File: config.mk
export PLATFORM = sky130hd
export DESIGN_NAME = mem_req_port
export DESIGN_NICKNAME = d
export VERILOG_FILES = /design/src/logic/mem_pkg.sv /design/src/logic/mem_req_port.sv
export SDC_FILE = /design/constraint.sdc
export NUM_CORES = 1
export LEC_CHECK = 0
export ABC_CLOCK_PERIOD_IN_PS = 1800
export BUFFER_PORTS_ARGS = -buffer_cell sky130_fd_sc_hd__buf_2
export CAP_MARGIN = 30
export CORE_AREA = 2 2 61 63
export CTS_BUF_LIST = sky130_fd_sc_hd__clkbuf_16
export CTS_CLUSTER_SIZE = 24
export DETAILED_ROUTE_END_ITERATION = 10
export DIE_AREA = 0 0 63 65
export PLACE_DENSITY = 0.75
export SYNTH_ARGS = -nofsm -noshare
export SYNTH_HDL_FRONTEND = slang
export SYNTH_SLANG_ARGS = --single-unit
File: constraint.sdc
create_clock -name clock -period 1.8 [get_ports clock]
set_input_delay 0.36 -clock clock [delete_from_list [all_inputs] [get_ports clock]]
set_output_delay 0.36 -clock clock [all_outputs]
set_load 0.02 [all_outputs]
File: src/logic/mem_pkg.sv
package mem_pkg;

	////////////////////////////////////////////////////////////////////////////
	// memory geometry
	////////////////////////////////////////////////////////////////////////////

	// 64-bit lines, addressed by line index
	localparam int MEM_LINES   = 256;
	localparam int LINE_ADDR_W = 8;

	// tag 0 is reserved for "no tag"
	localparam int NUM_MEM_TAGS = 7;
	localparam int TAG_W        = 3;

	// cycles from acceptance until a load may return
	localparam int MEM_LATENCY = 6;
	localparam int CNT_W       = 3;

	////////////////////////////////////////////////////////////////////////////
	// return queue sizing
	////////////////////////////////////////////////////////////////////////////

	// one slot per tag, so every outstanding load fits
	localparam int QUEUE_DEPTH = NUM_MEM_TAGS;
	localparam int QUEUE_PTR_W = $clog2(QUEUE_DEPTH);
	localparam int QUEUE_CNT_W = $clog2(QUEUE_DEPTH + 1);

	// bus command encoding
	typedef enum logic [1:0] {
		BUS_NONE  = 2'd0,
		BUS_LOAD  = 2'd1,
		BUS_STORE = 2'd2
	} bus_command_t;

	typedef logic [LINE_ADDR_W-1:0] mem_addr_t;
	typedef logic [63:0]            mem_data_t;
	typedef logic [TAG_W-1:0]       mem_tag_t;

endpackage
File: src/logic/mem_req_port.sv
module mem_req_port import mem_pkg::*; (
	input  logic         clock,
	input  logic         arst_n,

	// host request side, four-phase
	input  logic         in_req,
	input  bus_command_t in_cmd,
	input  mem_addr_t    in_addr,
	input  mem_data_t    in_data,
	output logic         in_ack,

	// memory bus
	output bus_command_t mem_cmd,
	output mem_addr_t    mem_addr,
	output mem_data_t    mem_data,
	input  mem_tag_t     mem_response,

	// load credit from the collector
	input  logic         load_room,
	output logic         load_issue
);

	typedef enum logic [1:0] {
		S_IDLE,
		S_ISSUE,
		S_ACK
	} state_t;

	state_t state;
	state_t state_next;
	logic   granted;
	logic   credit_ok;
	logic   issuing;

	////////////////////////////////////////////////////////////////////////////
	// bus drive
	////////////////////////////////////////////////////////////////////////////

	// nonzero response means our command took a tag last cycle
	assign granted = (mem_response != '0);

	// stores never wait for credit
	assign credit_ok = (in_cmd != BUS_LOAD) || load_room;

	// drop the command as soon as the grant shows up, so it is not taken twice
	assign issuing = in_req && (state != S_ACK) && !granted && credit_ok;

	assign mem_cmd  = issuing ? in_cmd : BUS_NONE;
	assign mem_addr = in_addr;
	assign mem_data = in_data;

	// one-cycle credit reservation for a granted load
	assign load_issue = granted && (state == S_ISSUE) && (in_cmd == BUS_LOAD);

	// ack is a state decode, rises the cycle after the grant
	assign in_ack = (state == S_ACK);

	////////////////////////////////////////////////////////////////////////////
	// controller
	////////////////////////////////////////////////////////////////////////////

	always_comb begin
		state_next = state;
		case (state)
			// first attempt goes out in the same cycle as in_req
			S_IDLE: if (in_req) state_next = S_ISSUE;
			// keep retrying until a tag comes back
			S_ISSUE: if (granted) state_next = S_ACK;
			// hold ack until the host lets go
			S_ACK: if (!in_req) state_next = S_IDLE;
			default: state_next = S_IDLE;
		endcase
	end

	always_ff @(posedge clock or negedge arst_n) begin
		if (!arst_n)
			state <= S_IDLE;
		else
			state <= state_next;
	end

endmodule

# Yosys cells after proc, flatten, opt, wreduce, memory -nomap -nowiden
# Cells that the tools add are included.
dict set report totals {
  reg_bits 2
  in_bits 81
  out_inout_bits 76
}
dict set report classes {
  n_reduce_logical 10
  eq_ne 8
  mux 5
}
# op count
set ops {}
lappend ops {{2-bit two-way mux} 4}
lappend ops {{2-bit inequality test (second input constant)} 4}
lappend ops {{2-bit case mux with 3 select lines} 1}
lappend ops {{1-bit logical AND} 5}
lappend ops {{2-bit by 1-bit == test with 1-bit output (second input constant)} 2}
lappend ops {{3-bit AND reduction} 1}
lappend ops {{3-bit nonzero test} 1}
lappend ops {{2-bit == test (second input constant)} 1}
lappend ops {{2-bit zero test} 1}
lappend ops {{2-bit by 1-bit inequality test with 1-bit output (second input constant)} 1}
lappend ops {{1-bit zero test} 1}
lappend ops {{1-bit logical OR} 1}

# Longest topological paths before layout
dict set report depth {
  word_depth 5
  depth_mapped 2
  ltp_nobuf 2
}

# Worst setup path after synthesis
# Ideal clock, no wire load.
dict set report synth_timing {
  kind {flip-flop to output port}
  startpoint {register state[1]}
  endpoint {output load_issue}
  path_stages_with_launch 3
  path_slack_ps 175
  arrival_ps 1265
  cell_sequence {dfrtp_1 > nand2b_1 > nor4b_1}
}
dict set report synth_via {
  elab_chain_len 3
}
# element line
set synth_rtl {}
lappend synth_rtl {{start: declaration} mem_req_port.sv:29} ;# state_t state;
lappend synth_rtl {{start signal: assignment} mem_req_port.sv:79} ;# state <= state_next;
lappend synth_rtl {{2-bit by 1-bit == test with 1-bit output} mem_req_port.sv:53} ;# assign load_issue = granted && (state == S_ISSUE) && (in_cmd == BUS_LOAD);
lappend synth_rtl {{1-bit logical AND (2 in a row)} mem_req_port.sv:53}
lappend synth_rtl {{end: declaration} mem_req_port.sv:20} ;# output logic load_issue
# Every way passes these cells.

# Worst setup path in the final report
# Ends and elaborated chain as after synthesis.

==> summary.md <==
| Metric | Value |
|---|---|
| Outcome | `completed` |
| WL/cell | `around 15 µm` |
| Post-CTS Repair Setup Buffers | `0` |
| Mapped Nets | `between 150 and 200` |
| Final worst setup slack | `~0.15 ns` |
| Drt drc | `0` |
| Hold buffers post-CTS | `1` |
| Peak supply drop | `0.309 mV` |
| Clock Path Buffers | `2` |
| Fin Hold WS | `~0.35 ns` |
| Power per cell area | `1450 nW/µm²` |
| Largest register FFs | `2` |
| DP Cell Count | `72` |
| TritonCTS clock tree | `built` |
| Cell area after synthesis | `between 600 and 700 µm²` |
| IO Port Bufs | `12` |
| First drt pass iteration count | `2` |
| Diodes inserted | `0` |
| Clock buffer count from CTS | `3` |
| Sw Ratio | `22.6%` |
| Chip height | `about 65 µm` |
| Setup_tns | `0 ns` |
| Critical path startpoint category | `register` |
| HP Class | `input pin to register` |
| DIE AREA | `between 4000 and 5000 µm²` |
| Area grow syn2layout | `-48.7%` |
| Reg power frac | `between 10% and 20%` |
| Crit path kind | `register to output pin` |
| Die W | `roughly 63 µm` |
| Crit path DAT | `around 1.3 ns` |
| Layout cells sized above 1 | `between 60 and 70%` |
| Synth unique cells | `12` |
| Antenna violation net count after detailed routing | `0` |
| Register bank with the most flops | `state` |
| Worst-Skew Late Latency | `0.22 ns` |
| Pin count of the biggest net entering global routing | `5` |
| # H-tree levels | `1` |
| Clk sink count | `2` |
| Seq/Total Area, Yosys | `a little over 7%` |
| Final core occ | `about 10%` |
| Routability cong. | `between 0.5 and 0.6` |
| Met3 Wirelength | `roughly 280 µm` |
| Fmax | `between 600 and 700 MHz` |
| Register area | `50.0 µm²` |
| Area share of the largest cell type after synthesis | `just under 80%` |
| Max-slew violation count | `0` |
| Mean Syn Cell Area | `8.19 µm²` |
| Highest metal used | `met4` |
| Clock Tree Root | `clkbuf_16` |
| Number of max-cap violations | `0` |
| Routed via count | `between 200 and 300` |
| Crit path max fanout | `3` |
| Ports | `approximately 160` |
| Pleak | `around 0.00015 µW` |
| Core ar. | `between 3000 and 4000 µm²` |
| Final period utilization | `between 90% and 100%` |
| Area of the multi-input gates | `~98 µm²` |
| Initial DRC count | `6` |
| CP Data Required Time | `1.44 ns` |
| R2r setup slk | `~0.84 ns` |
| Fin Clk Skew | `between 0.0004 and 0.0005 ns` |
| Initial antenna violation count | `0` |
| Biggest regs | `state (2)` |
| Non-Filler Instances | `76` |
| FP Rows | `22` |
| Filler instances | `~400` |
| First-pass GRT wire length | `~1500 µm` |
| Number of global-route vias before repair | `about 280` |
| P_sw | `115 µW` |
| Yosys reg bits | `2` |
| Slew @ Worst Pin | `0.279 ns` |
| Resized Gates After CTS | `0` |
| Synth area leaders | `buf_4, dfrtp_1, nor4bb_2` |
| Setup crit end kind | `output pin` |
| Logic gate share of total power | `about a fifth` |
| Final Hold Fails | `0` |
| Final WL | `~1100 µm` |
| Fin crit period | `approximately 1.7 ns` |
| Cell count after synthesis | `84` |
| Initial Util | `19.7%` |
| Vias per Instance | `roughly 3.7` |
| Pre-CTS worst setup slack | `around 0.22 ns` |
| Final Setup Violations | `0` |
| Clk pwr share | `between 60 and 70%` |
| Internal power | `between 300 and 400 µW` |
| Worst slew margin | `between 80% and 90%` |
| Synthesis warning total | `0` |
| Met2 wire len | `373 µm` |
| Nets | `~110` |
| WL met1 | `between 200 and 250 µm` |
| Clock-pin slew on the worst setup and hold paths | `approximately 0.030 ns` |
| RSZ-0062 raised after global routing | `false` |
| Total congestion overflow | `0` |
| Synth area leader | `buf_4` |
| GRT Total Usage | `under 10%` |
[area by class of cell]
| cell class | instances | share of cell area [%] |
|---|---|---|
| Clock buffer | 3 | 21.3 |
| Sequential cell | 2 | 14.2 |
| Tap cell | 48 | 17.0 |
| Timing Repair Buffer | 13 | 19.9 |
| Multi-Input combinational cell | 10 | 27.7 |
[metal layers]
layer | GRT usage [%] | up-vias
met2 | 5.45 | 39
met5 | 0 | -
li1 | - | 83
met4 | 13.9 | 0
met1 | 1.88 | 124
met3 | 5.73 | 38
[power groups by stage]
stage	clock (µW)	combinational, µW	sequential (µW)
after floorplan	0	303	75.8
final	329	104	77.6
after global routing	337	114	80.1
after global placement	0	104	77.4
after detailed placement	0	104	78.2
after CTS	334	107	77.8
[final timing paths]
check	endpoint	startpoint	depth (start not counted)
max in group asynchronous	state[0]$_DFFE_PN0P_	arst_n	2
hold / removal	state[0]$_DFFE_PN0P_	mem_response[1]	2
setup / recovery	load_issue	state[1]$_DFFE_PN0P_	3
hold reg to reg	state[0]$_DFFE_PN0P_	state[1]$_DFFE_PN0P_	2
min in group asynchronous	state[1]$_DFFE_PN0P_	arst_n	2
setup reg to reg	state[0]$_DFFE_PN0P_	state[0]$_DFFE_PN0P_	2
[cell families (layout without fill, tap and decap cells)]
logic type,count (synthesis),after routing,synth area share (%)
and+or+nand+nor,7,7,10.9
AOI/OAI and AO/OA,3,3,3.27
buffers and inverters,72,16,78.5
DFF,2,2,7.27
[cell usage after synthesis]
cell       number
and4b_2         1
buf_4          72
dfrtp_1         2
nand2b_1        1
nor2b_4         1
nor3_2          1
nor4b_1         1
nor4bb_2        1
o21ai_0         1
o2bb2ai_1       1
o41ai_1         1
or3b_1          1
[critical path: stages, from the launching register on]
cell and delay [ns]:
dfrtp_1 0.37, nand2b_1 0.19, nor4b_1 0.29, buf_2 0.22
[cell usage in the layout, fill, tap and decap left out]
cell type	n
dfrtp_1	2
o21ai_0	1
and4b_2	1
or3b_1	1
nor4bb_2	1
clkbuf_16	3
nand2b_1	1
nor2b_4	1
buf_2	12
o41ai_1	1
nor4b_1	1
nor3_2	1
o2bb2ai_1	1
dlygate4sd3_1	1
[stage by stage]
| stage | total power [µW] | instance area [µm²] |
|---|---|---|
| 2_1_floorplan | 379 | 688 |
| 3_3_place_gp | 182 | 268 |
| 3_5_place_dp | 183 | 268 |
| 4_1_cts | 519 | 353 |
| 5_1_grt | 531 | 353 |
| 6_report | 510 | 353 |
Power figures use the tool's default switching activity.
