[src/logic/mem_pkg.sv]
package mem_pkg;

	////////////////////////////////////////////////////////////////////////////
	// memory geometry
	////////////////////////////////////////////////////////////////////////////

	// 64-bit lines, addressed by line index
	localparam int MEM_LINES   = 256;
	localparam int LINE_ADDR_W = 8;

	// tag 0 is reserved for "no tag"
	localparam int NUM_MEM_TAGS = 7;
	localparam int TAG_W        = 3;

	// cycles from acceptance until a load may return
	localparam int MEM_LATENCY = 6;
	localparam int CNT_W       = 3;

	////////////////////////////////////////////////////////////////////////////
	// return queue sizing
	////////////////////////////////////////////////////////////////////////////

	// one slot per tag, so every outstanding load fits
	localparam int QUEUE_DEPTH = NUM_MEM_TAGS;
	localparam int QUEUE_PTR_W = $clog2(QUEUE_DEPTH);
	localparam int QUEUE_CNT_W = $clog2(QUEUE_DEPTH + 1);

	// bus command encoding
	typedef enum logic [1:0] {
		BUS_NONE  = 2'd0,
		BUS_LOAD  = 2'd1,
		BUS_STORE = 2'd2
	} bus_command_t;

	typedef logic [LINE_ADDR_W-1:0] mem_addr_t;
	typedef logic [63:0]            mem_data_t;
	typedef logic [TAG_W-1:0]       mem_tag_t;

endpackage
[src/logic/load_return_queue.sv]
module load_return_queue import mem_pkg::*; (
	input  logic      clock,
	input  logic      arst_n,

	// memory return bus
	input  mem_tag_t  mem_tag,
	input  mem_data_t mem_data_out,

	// credit
	input  logic      load_issue,
	output logic      load_room,

	// host return side, four-phase
	output logic      out_req,
	output mem_tag_t  out_tag,
	output mem_data_t out_data,
	input  logic      out_ack
);

	// queue body holds payload only
	mem_tag_t  q_tag  [QUEUE_DEPTH];
	mem_data_t q_data [QUEUE_DEPTH];

	logic [QUEUE_PTR_W-1:0] wr_ptr;
	logic [QUEUE_PTR_W-1:0] rd_ptr;
	logic [QUEUE_CNT_W-1:0] count;
	logic [QUEUE_CNT_W-1:0] reserved;
	logic [QUEUE_CNT_W:0]   committed;
	logic                   push;
	logic                   pop;
	logic                   launch;

	assign push = (mem_tag != '0);

	// entry leaves when the handshake completes
	assign pop = out_req && out_ack;

	// next item only once the previous ack has dropped
	assign launch = !out_req && !out_ack && (count != '0);

	////////////////////////////////////////////////////////////////////////////
	// credit
	////////////////////////////////////////////////////////////////////////////

	// queued entries plus loads still in the memory
	assign committed = {1'b0, count} + {1'b0, reserved};
	assign load_room = committed < (QUEUE_CNT_W + 1)'(QUEUE_DEPTH);

	////////////////////////////////////////////////////////////////////////////
	// queue
	////////////////////////////////////////////////////////////////////////////

	always_ff @(posedge clock) begin
		if (push) begin
			q_tag[wr_ptr]  <= mem_tag;
			q_data[wr_ptr] <= mem_data_out;
		end
		// payload latched at launch and steady through the handshake
		if (launch)
			out_data <= q_data[rd_ptr];
	end

	always_ff @(posedge clock or negedge arst_n) begin
		if (!arst_n) begin
			wr_ptr   <= '0;
			rd_ptr   <= '0;
			count    <= '0;
			reserved <= '0;
			out_req  <= 1'b0;
			out_tag  <= '0;
		end else begin
			// explicit wrap since the depth is not a power of two
			if (push)
				wr_ptr <= (wr_ptr == QUEUE_PTR_W'(QUEUE_DEPTH - 1)) ? '0
					: wr_ptr + QUEUE_PTR_W'(1);
			if (pop)
				rd_ptr <= (rd_ptr == QUEUE_PTR_W'(QUEUE_DEPTH - 1)) ? '0
					: rd_ptr + QUEUE_PTR_W'(1);

			case ({push, pop})
				2'b10: count <= count + QUEUE_CNT_W'(1);
				2'b01: count <= count - QUEUE_CNT_W'(1);
				default: count <= count;
			endcase

			// a reservation turns into an entry when it returns
			case ({load_issue, push})
				2'b10: reserved <= reserved + QUEUE_CNT_W'(1);
				2'b01: reserved <= reserved - QUEUE_CNT_W'(1);
				default: reserved <= reserved;
			endcase

			// sender
			if (launch) begin
				out_req <= 1'b1;
				out_tag <= q_tag[rd_ptr];
			end else if (pop) begin
				out_req <= 1'b0;
			end
		end
	end

endmodule

[config.mk]
export PLATFORM = sky130hd
export DESIGN_NAME = load_return_queue
export DESIGN_NICKNAME = d
export VERILOG_FILES = /design/src/logic/mem_pkg.sv /design/src/logic/load_return_queue.sv
export SDC_FILE = /design/constraint.sdc
export NUM_CORES = 1
export LEC_CHECK = 0
export ABC_AREA = 0
export BUFFER_PORTS_ARGS = -buffer_cell sky130_fd_sc_hd__buf_2
export CORE_ASPECT_RATIO = 0.5
export CORE_MARGIN = 5
export CORE_UTILIZATION = 40
export CTS_CLUSTER_DIAMETER = 50
export DETAILED_ROUTE_END_ITERATION = 6
export SLEW_MARGIN = 20
export SYNTH_ARGS = -nofsm -noshare
export SYNTH_HDL_FRONTEND = slang
export SYNTH_SLANG_ARGS = --single-unit
export TNS_END_PERCENT = 30
[constraint.sdc]
create_clock -name clock -period 17.1 [get_ports clock]
set_input_delay 2.565 -clock clock [delete_from_list [all_inputs] [get_ports clock]]
set_output_delay 2.565 -clock clock [all_outputs]
set_load 0.01 [all_outputs]
* After elaboration in Yosys (flattened, before gate mapping)
Memory sizes are Yosys's and may differ from the RTL's. A register that Yosys moved wholly into a read port is not among the register bits.
Index checks and enable logic that the tools add are counted.
** Word-level totals
- Register bits after elaboration :: 13
- Memory bits (writable) :: 469
- Input port bits :: 71
- Output and inout bits :: 69
- Word-level logic and storage cells :: 40
- Memories kept :: 2
** Memories
- q_data :: depth 7, bits a word 64, rd ports 1, clocked after memory_dff 1, wr ports 1, RTL line load_return_queue.sv:22 : mem_data_t q_data [QUEUE_DEPTH];
- q_tag :: depth 7, bits a word 3, rd ports 1, clocked after memory_dff 1, wr ports 1, RTL line load_return_queue.sv:21 : mem_tag_t q_tag [QUEUE_DEPTH];
** Operators by class
- Add/sub/neg operators :: 7
- Magnitude comparators :: 1
- Equality and inequality tests :: 6
- Multiplexer cells :: 8
- Reductions and logical operators :: 11
** Operator list (count)
- $add A3 B1 Y3 const B :: 4
- $pmux W3 S2 :: 2
- $eq A3 B3 Y1 const B :: 2
- $mux W3 :: 2
- $reduce_bool A2 Y1 :: 3
- $reduce_bool A3 Y1 :: 2
- $sub A3 B1 Y3 const B :: 2
- $add A3 B3 Y4 :: 1
- $eq A2 B1 Y1 const B :: 2
- $eq A2 B2 Y1 const B :: 2
- $lt A4 B3 Y1 const B :: 1
- $mux W1 :: 4
- $logic_and A1 B1 Y1 :: 3
- $logic_not A1 Y1 :: 3

* Logic depth before layout (Yosys ltp)
- Depth after elaboration :: 4
- Depth in mapped cells :: 8
- Gate-level depth less buffers :: 8

* Worst setup path after synthesis
No wires, ideal clock.
- Path type :: input-to-reg
- Start point :: in mem_tag[1]
- End point :: mem q_data[1][0] in the netlist's numbering (enable)
- Setup time :: 0.681 ns
- Arrival :: 9.520 ns
- Data required time :: 16.419 ns
- Setup slack :: 6.898 ns
- Cell stages on the path :: 2
- Buffers on the path :: 0
- Path through :: nor3_2 > nor4b_1
** Between the ends
- Longest elaborated chain between the ends :: 3
** Ends and longest elaborated chain
- from (decl) :: RTL line load_return_queue.sv:6 : input mem_tag_t mem_tag,
- $reduce_bool A3 Y1 :: RTL line load_return_queue.sv:33 : assign push = (mem_tag != '0);
- $mux W1 :: RTL line load_return_queue.sv:54 : if (push) begin
- $mux W1 (not written as such) :: RTL line load_return_queue.sv:56 : q_data[wr_ptr] <= mem_data_out;
- to (decl) :: RTL line load_return_queue.sv:22
No other way between the ends.

* Worst setup path after layout
- Start point :: reg count[0]
- End point :: out load_room
** Between the ends
- Longest elaborated chain between the ends :: 2
** Ends and longest elaborated chain
- from (decl) :: RTL line load_return_queue.sv:26 : logic [QUEUE_CNT_W-1:0] count;
- from (signal assigned) :: RTL line load_return_queue.sv:81 : 2'b10: count <= count + QUEUE_CNT_W'(1);
- from (signal assigned) :: RTL line load_return_queue.sv:82 : 2'b01: count <= count - QUEUE_CNT_W'(1);
- from (signal assigned) :: RTL line load_return_queue.sv:83 : default: count <= count;
- $add A3 B3 Y4 :: RTL line load_return_queue.sv:46 : assign committed = {1'b0, count} + {1'b0, reserved};
- $lt A4 B3 Y1 :: RTL line load_return_queue.sv:47 : assign load_room = committed < (QUEUE_CNT_W + 1)'(QUEUE_DEPTH);
- to (decl) :: RTL line load_return_queue.sv:11 : output logic load_room,
No other way between the ends.

==> impl_summary.log <==
INFO  metric status = completed
INFO  metric clock_tree.root_cell = sky130_fd_sc_hd__clkbuf_16
INFO  metric place.detailed.instances = 1,797
INFO  metric grt_util_all_layers = 13.9%
INFO  metric stdcell_count = 1,888
INFO  metric final_net_count = 1,238
INFO  metric synth-seq-cells = 549
INFO  metric tritoncts = done
INFO  metric fp.dieH = 171 um
INFO  metric totalNegativeSetupSlack = 0 ns
INFO  metric dr_wl_met2 = 21.0 mm
INFO  metric timing.final.hold_violations = 0
INFO  metric start_kind = flip-flop
INFO  metric postCtsSetupBuffers = 0
INFO  metric cts-htree-levels = 2
INFO  metric path_class = reg -> out
INFO  metric hold_buffer_count_at_cts = 0
INFO  metric detail_route.wl_per_cell = 20.9 um
INFO  metric leakagePower = 7.87 nW
INFO  metric synthTopCellsByArea = sky130_fd_sc_hd__edfxtp_1 (77%), sky130_fd_sc_hd__mux4_2 (7.1%), sky130_fd_sc_hd__mux2_2 (3.7%)
INFO  metric cells_on_worst_hold_path = 1
INFO  metric setup.reg_to_reg.worst_slack = 14.15 ns
INFO  metric synth_seq_area_share = 79.2%
INFO  metric flow.area_growth_from_synthesis = 14.3%
INFO  metric crit_path_max_fanout = 4
INFO  metric dp.final_hpwl = 21.5 mm
INFO  metric placement.setup.worst_slack = 12.14 ns
INFO  metric place.gp.congestion = 0.733
INFO  metric syn_area_per_cell = 20.7 sq um
INFO  metric grt_pass1_wl = 60.7 mm
INFO  metric reg2regPathDepth = 3
INFO  metric grt_start_max_net_pins = 79
INFO  metric asyncSetResetFlopFracSynth = 2.91%
INFO  metric placement.cell_area = 22,200 sq um
INFO  metric min_path_type = reg -> reg
INFO  metric grt-ovfl-total = 0
INFO  metric cts_made_buffers = 49
INFO  metric antenna_found_initial = 3
INFO  metric cp_data_required_time = 14.53 ns
INFO  metric synthMostInstantiatedCell = sky130_fd_sc_hd__edfxtp_1
INFO  metric crit_path_end_kind = output port
INFO  metric dr_wl_met3 = 1.48 mm
INFO  metric drt-initial-drc-count = 583
INFO  metric clkSinkCount = 549
INFO  metric hold_startpoint = reserved[2]$_DFFE_PN0P_
INFO  metric topRoutingLayerUsed = met5
INFO  metric finalCritPeriodShare = 27.9%
INFO  metric wirelength_met1 = 16.4 mm
INFO  metric finalWirelength = 39.5 mm
INFO  metric number_of_enable_flip_flop_cells_after_synthesis = 533
INFO  metric maxCapViolCount = 0
INFO  metric timing.rr.start = rd_ptr[0]$_DFFE_PN0P_
INFO  metric viasPerCell = 4.96
INFO  metric clk_pin_slew_worst_paths = 0.06 ns
INFO  metric port_buffers = 139
INFO  metric mappedNetlistArea = 20,700 sq um
INFO  metric worst-endpoint-arrival = 2.21 ns
INFO  metric clock_path_buffers = 3
INFO  metric postSynth.topFlopCell = sky130_fd_sc_hd__edfxtp_1
INFO  metric min_period = 4.77 ns
INFO  metric die-area = 56,700 sq um
INFO  metric worst_skew_pair_later_pin_latency = 0.56 ns
INFO  metric chipWidth = 332 um
INFO  metric ioPinCount = 140
INFO  metric minimum_setup_slack_in_the_final_design = 12.33 ns
INFO  metric max-vdd-ir-drop = 0.101 mV
INFO  metric clock.fmax = 0.210 GHz
INFO  metric drt.antenna.violating_nets = 0
INFO  metric postSynthNetCount = 1,077
INFO  metric fp.coreArea = 50,700 sq um
INFO  metric holdWs = 0.490 ns
INFO  metric areal_power_density_over_the_cells = 173 nW/um^2
INFO  metric clock-skew-final = 0.0196 ns
INFO  metric post_cts_resize_count = 0
INFO  metric synth_warnings = 0
INFO  metric worst_slew_pin_slew = 0.974 ns
INFO  metric timing.hold.worst_endpoint = reserved[2]$_DFFE_PN0P_
INFO  metric initial_utilization = 40.8%
INFO  metric final-max-slew-violation-count = 0
INFO  metric firstDrtPassIters = 5
INFO  metric yosysTopAreaCellShare = 77.3%
INFO  metric synthDistinctLibCells = 38
INFO  metric drcViolationCount = 0
INFO  metric design_area = 23,700 sq um
INFO  metric slew_headroom = 35.0%
INFO  metric routed-via-count = 9,358
INFO  metric grt_setup_unrepaired = false
INFO  metric drive_gt1_share = 30.3%
INFO  metric syn_inst = 998
INFO  metric grt_pass1_vias = 10,132
INFO  metric synth_largest_area_cell = sky130_fd_sc_hd__edfxtp_1
INFO  metric commonest_cells_in_the_synthesized_netlist = sky130_fd_sc_hd__edfxtp_1 (533), sky130_fd_sc_hd__mux2_2 (68), sky130_fd_sc_hd__o21ai_0 (68), sky130_fd_sc_hd__nand2_1 (66)
INFO  metric critical_path.reg2reg.endpoint = out_data[44]$_DFFE_PP_
INFO  metric placementRows = 58
INFO  metric setup_viol = 0
==> how the worst max path moves through the flow <==
stage / from / to / slack (ns) / cells after the start
floorplan: mem_tag[1] / q_data[1][0]$_DFFE_PP_ / 6.90 / 2
global placement: mem_tag[0] / q_data[4][38]$_DFFE_PP_ / 12.15 / 4
detailed placement: mem_tag[2] / q_data[4][46]$_DFFE_PP_ / 12.14 / 4
CTS: count[0]$_DFFE_PN0P_ / load_room / 12.29 / 5
global route: reserved[0]$_DFFE_PN0P_ / load_room / 12.24 / 5
finish: count[0]$_DFFE_PN0P_ / load_room / 12.33 / 5
==> registers in the layout, summed over array words and instances (netlist names) <==
name / count
out_data: 64
rd_ptr: 3
wr_ptr: 3
count: 3
out_tag: 3
reserved: 3
out_req: 1
q_tag: 21
q_data: 448
==> critical path, cell delays in order, from the launching register on <==
cell,delay [ns]
sky130_fd_sc_hd__dfrtp_1,0.42
sky130_fd_sc_hd__ha_1,0.24
sky130_fd_sc_hd__fa_1,0.38
sky130_fd_sc_hd__xor2_1,0.17
sky130_fd_sc_hd__a311oi_1,0.26
sky130_fd_sc_hd__buf_2,0.18
==> where the power goes <==
group | total, mW | switching, mW | internal (mW)
logic | 1.02 | 0.550 | 0.466
registers | 2.04 | 0.156 | 1.88
clock network | 1.04 | 0.450 | 0.586
==> routing by layer <==
metal | track usage (%) | up-vias
met3 | 2.34 | 55
met5 | 0 | -
met4 | 3.36 | 2
met1 | 17.4 | 4850
li1 | - | 4318
met2 | 25.6 | 133
==> cell usage in the layout (no fill, tap or decap), drive strengths merged <==
master	count
and3	1
xor2	4
dfrtp	16
nand3	2
nor2	8
buf	158
clkinv	21
o31ai	1
a22o	1
nor4	1
nand2b	8
clkbuf	63
nand2	66
ha	5
and2	1
mux2i	65
nor3b	1
o21ai	68
xnor2	3
a31oi	3
diode	2
inv	6
nor4b	1
nor3	3
mux4	67
mux2	68
bufinv	4
a211oi	2
a311oi	1
fa	3
a21oi	4
nor2b	1
o211ai	3
edfxtp	533
or3	1
a21o	3
==> through the flow <==
stage                     power (mW)  utilization, %
after floorplan                 2.81               -
after global placement          3.08            43.7
after detailed placement        3.11            43.7
after CTS                       4.15            46.6
after global routing            4.31            46.7
final                           4.09            46.7
==> area by class of cell <==
type	instances	area [sq um]
fillers	4189	27100
clock inverters	25	206
clock buffers	63	1280
multi-input cells	395	4030
flip-flops and latches	549	16400
inverters	6	22.5
diodes	2	5.00
repair buffers	158	851
well taps	690	863
==> logic make-up (layout without fill, tap and decap cells) <==
kind of cell	count (synthesis)	in the layout	synth area share, %
simple gates	94	94	1.96
buf+inv	54	252	1.50
xor+xnor	7	7	0.296
mux	200	200	14.2
flops	549	549	79.2
other cells	0	2	0
compound gates	86	86	2.24
fa+ha+maj	8	8	0.592
No activity file was read; power rests on OpenSTA's default activity.
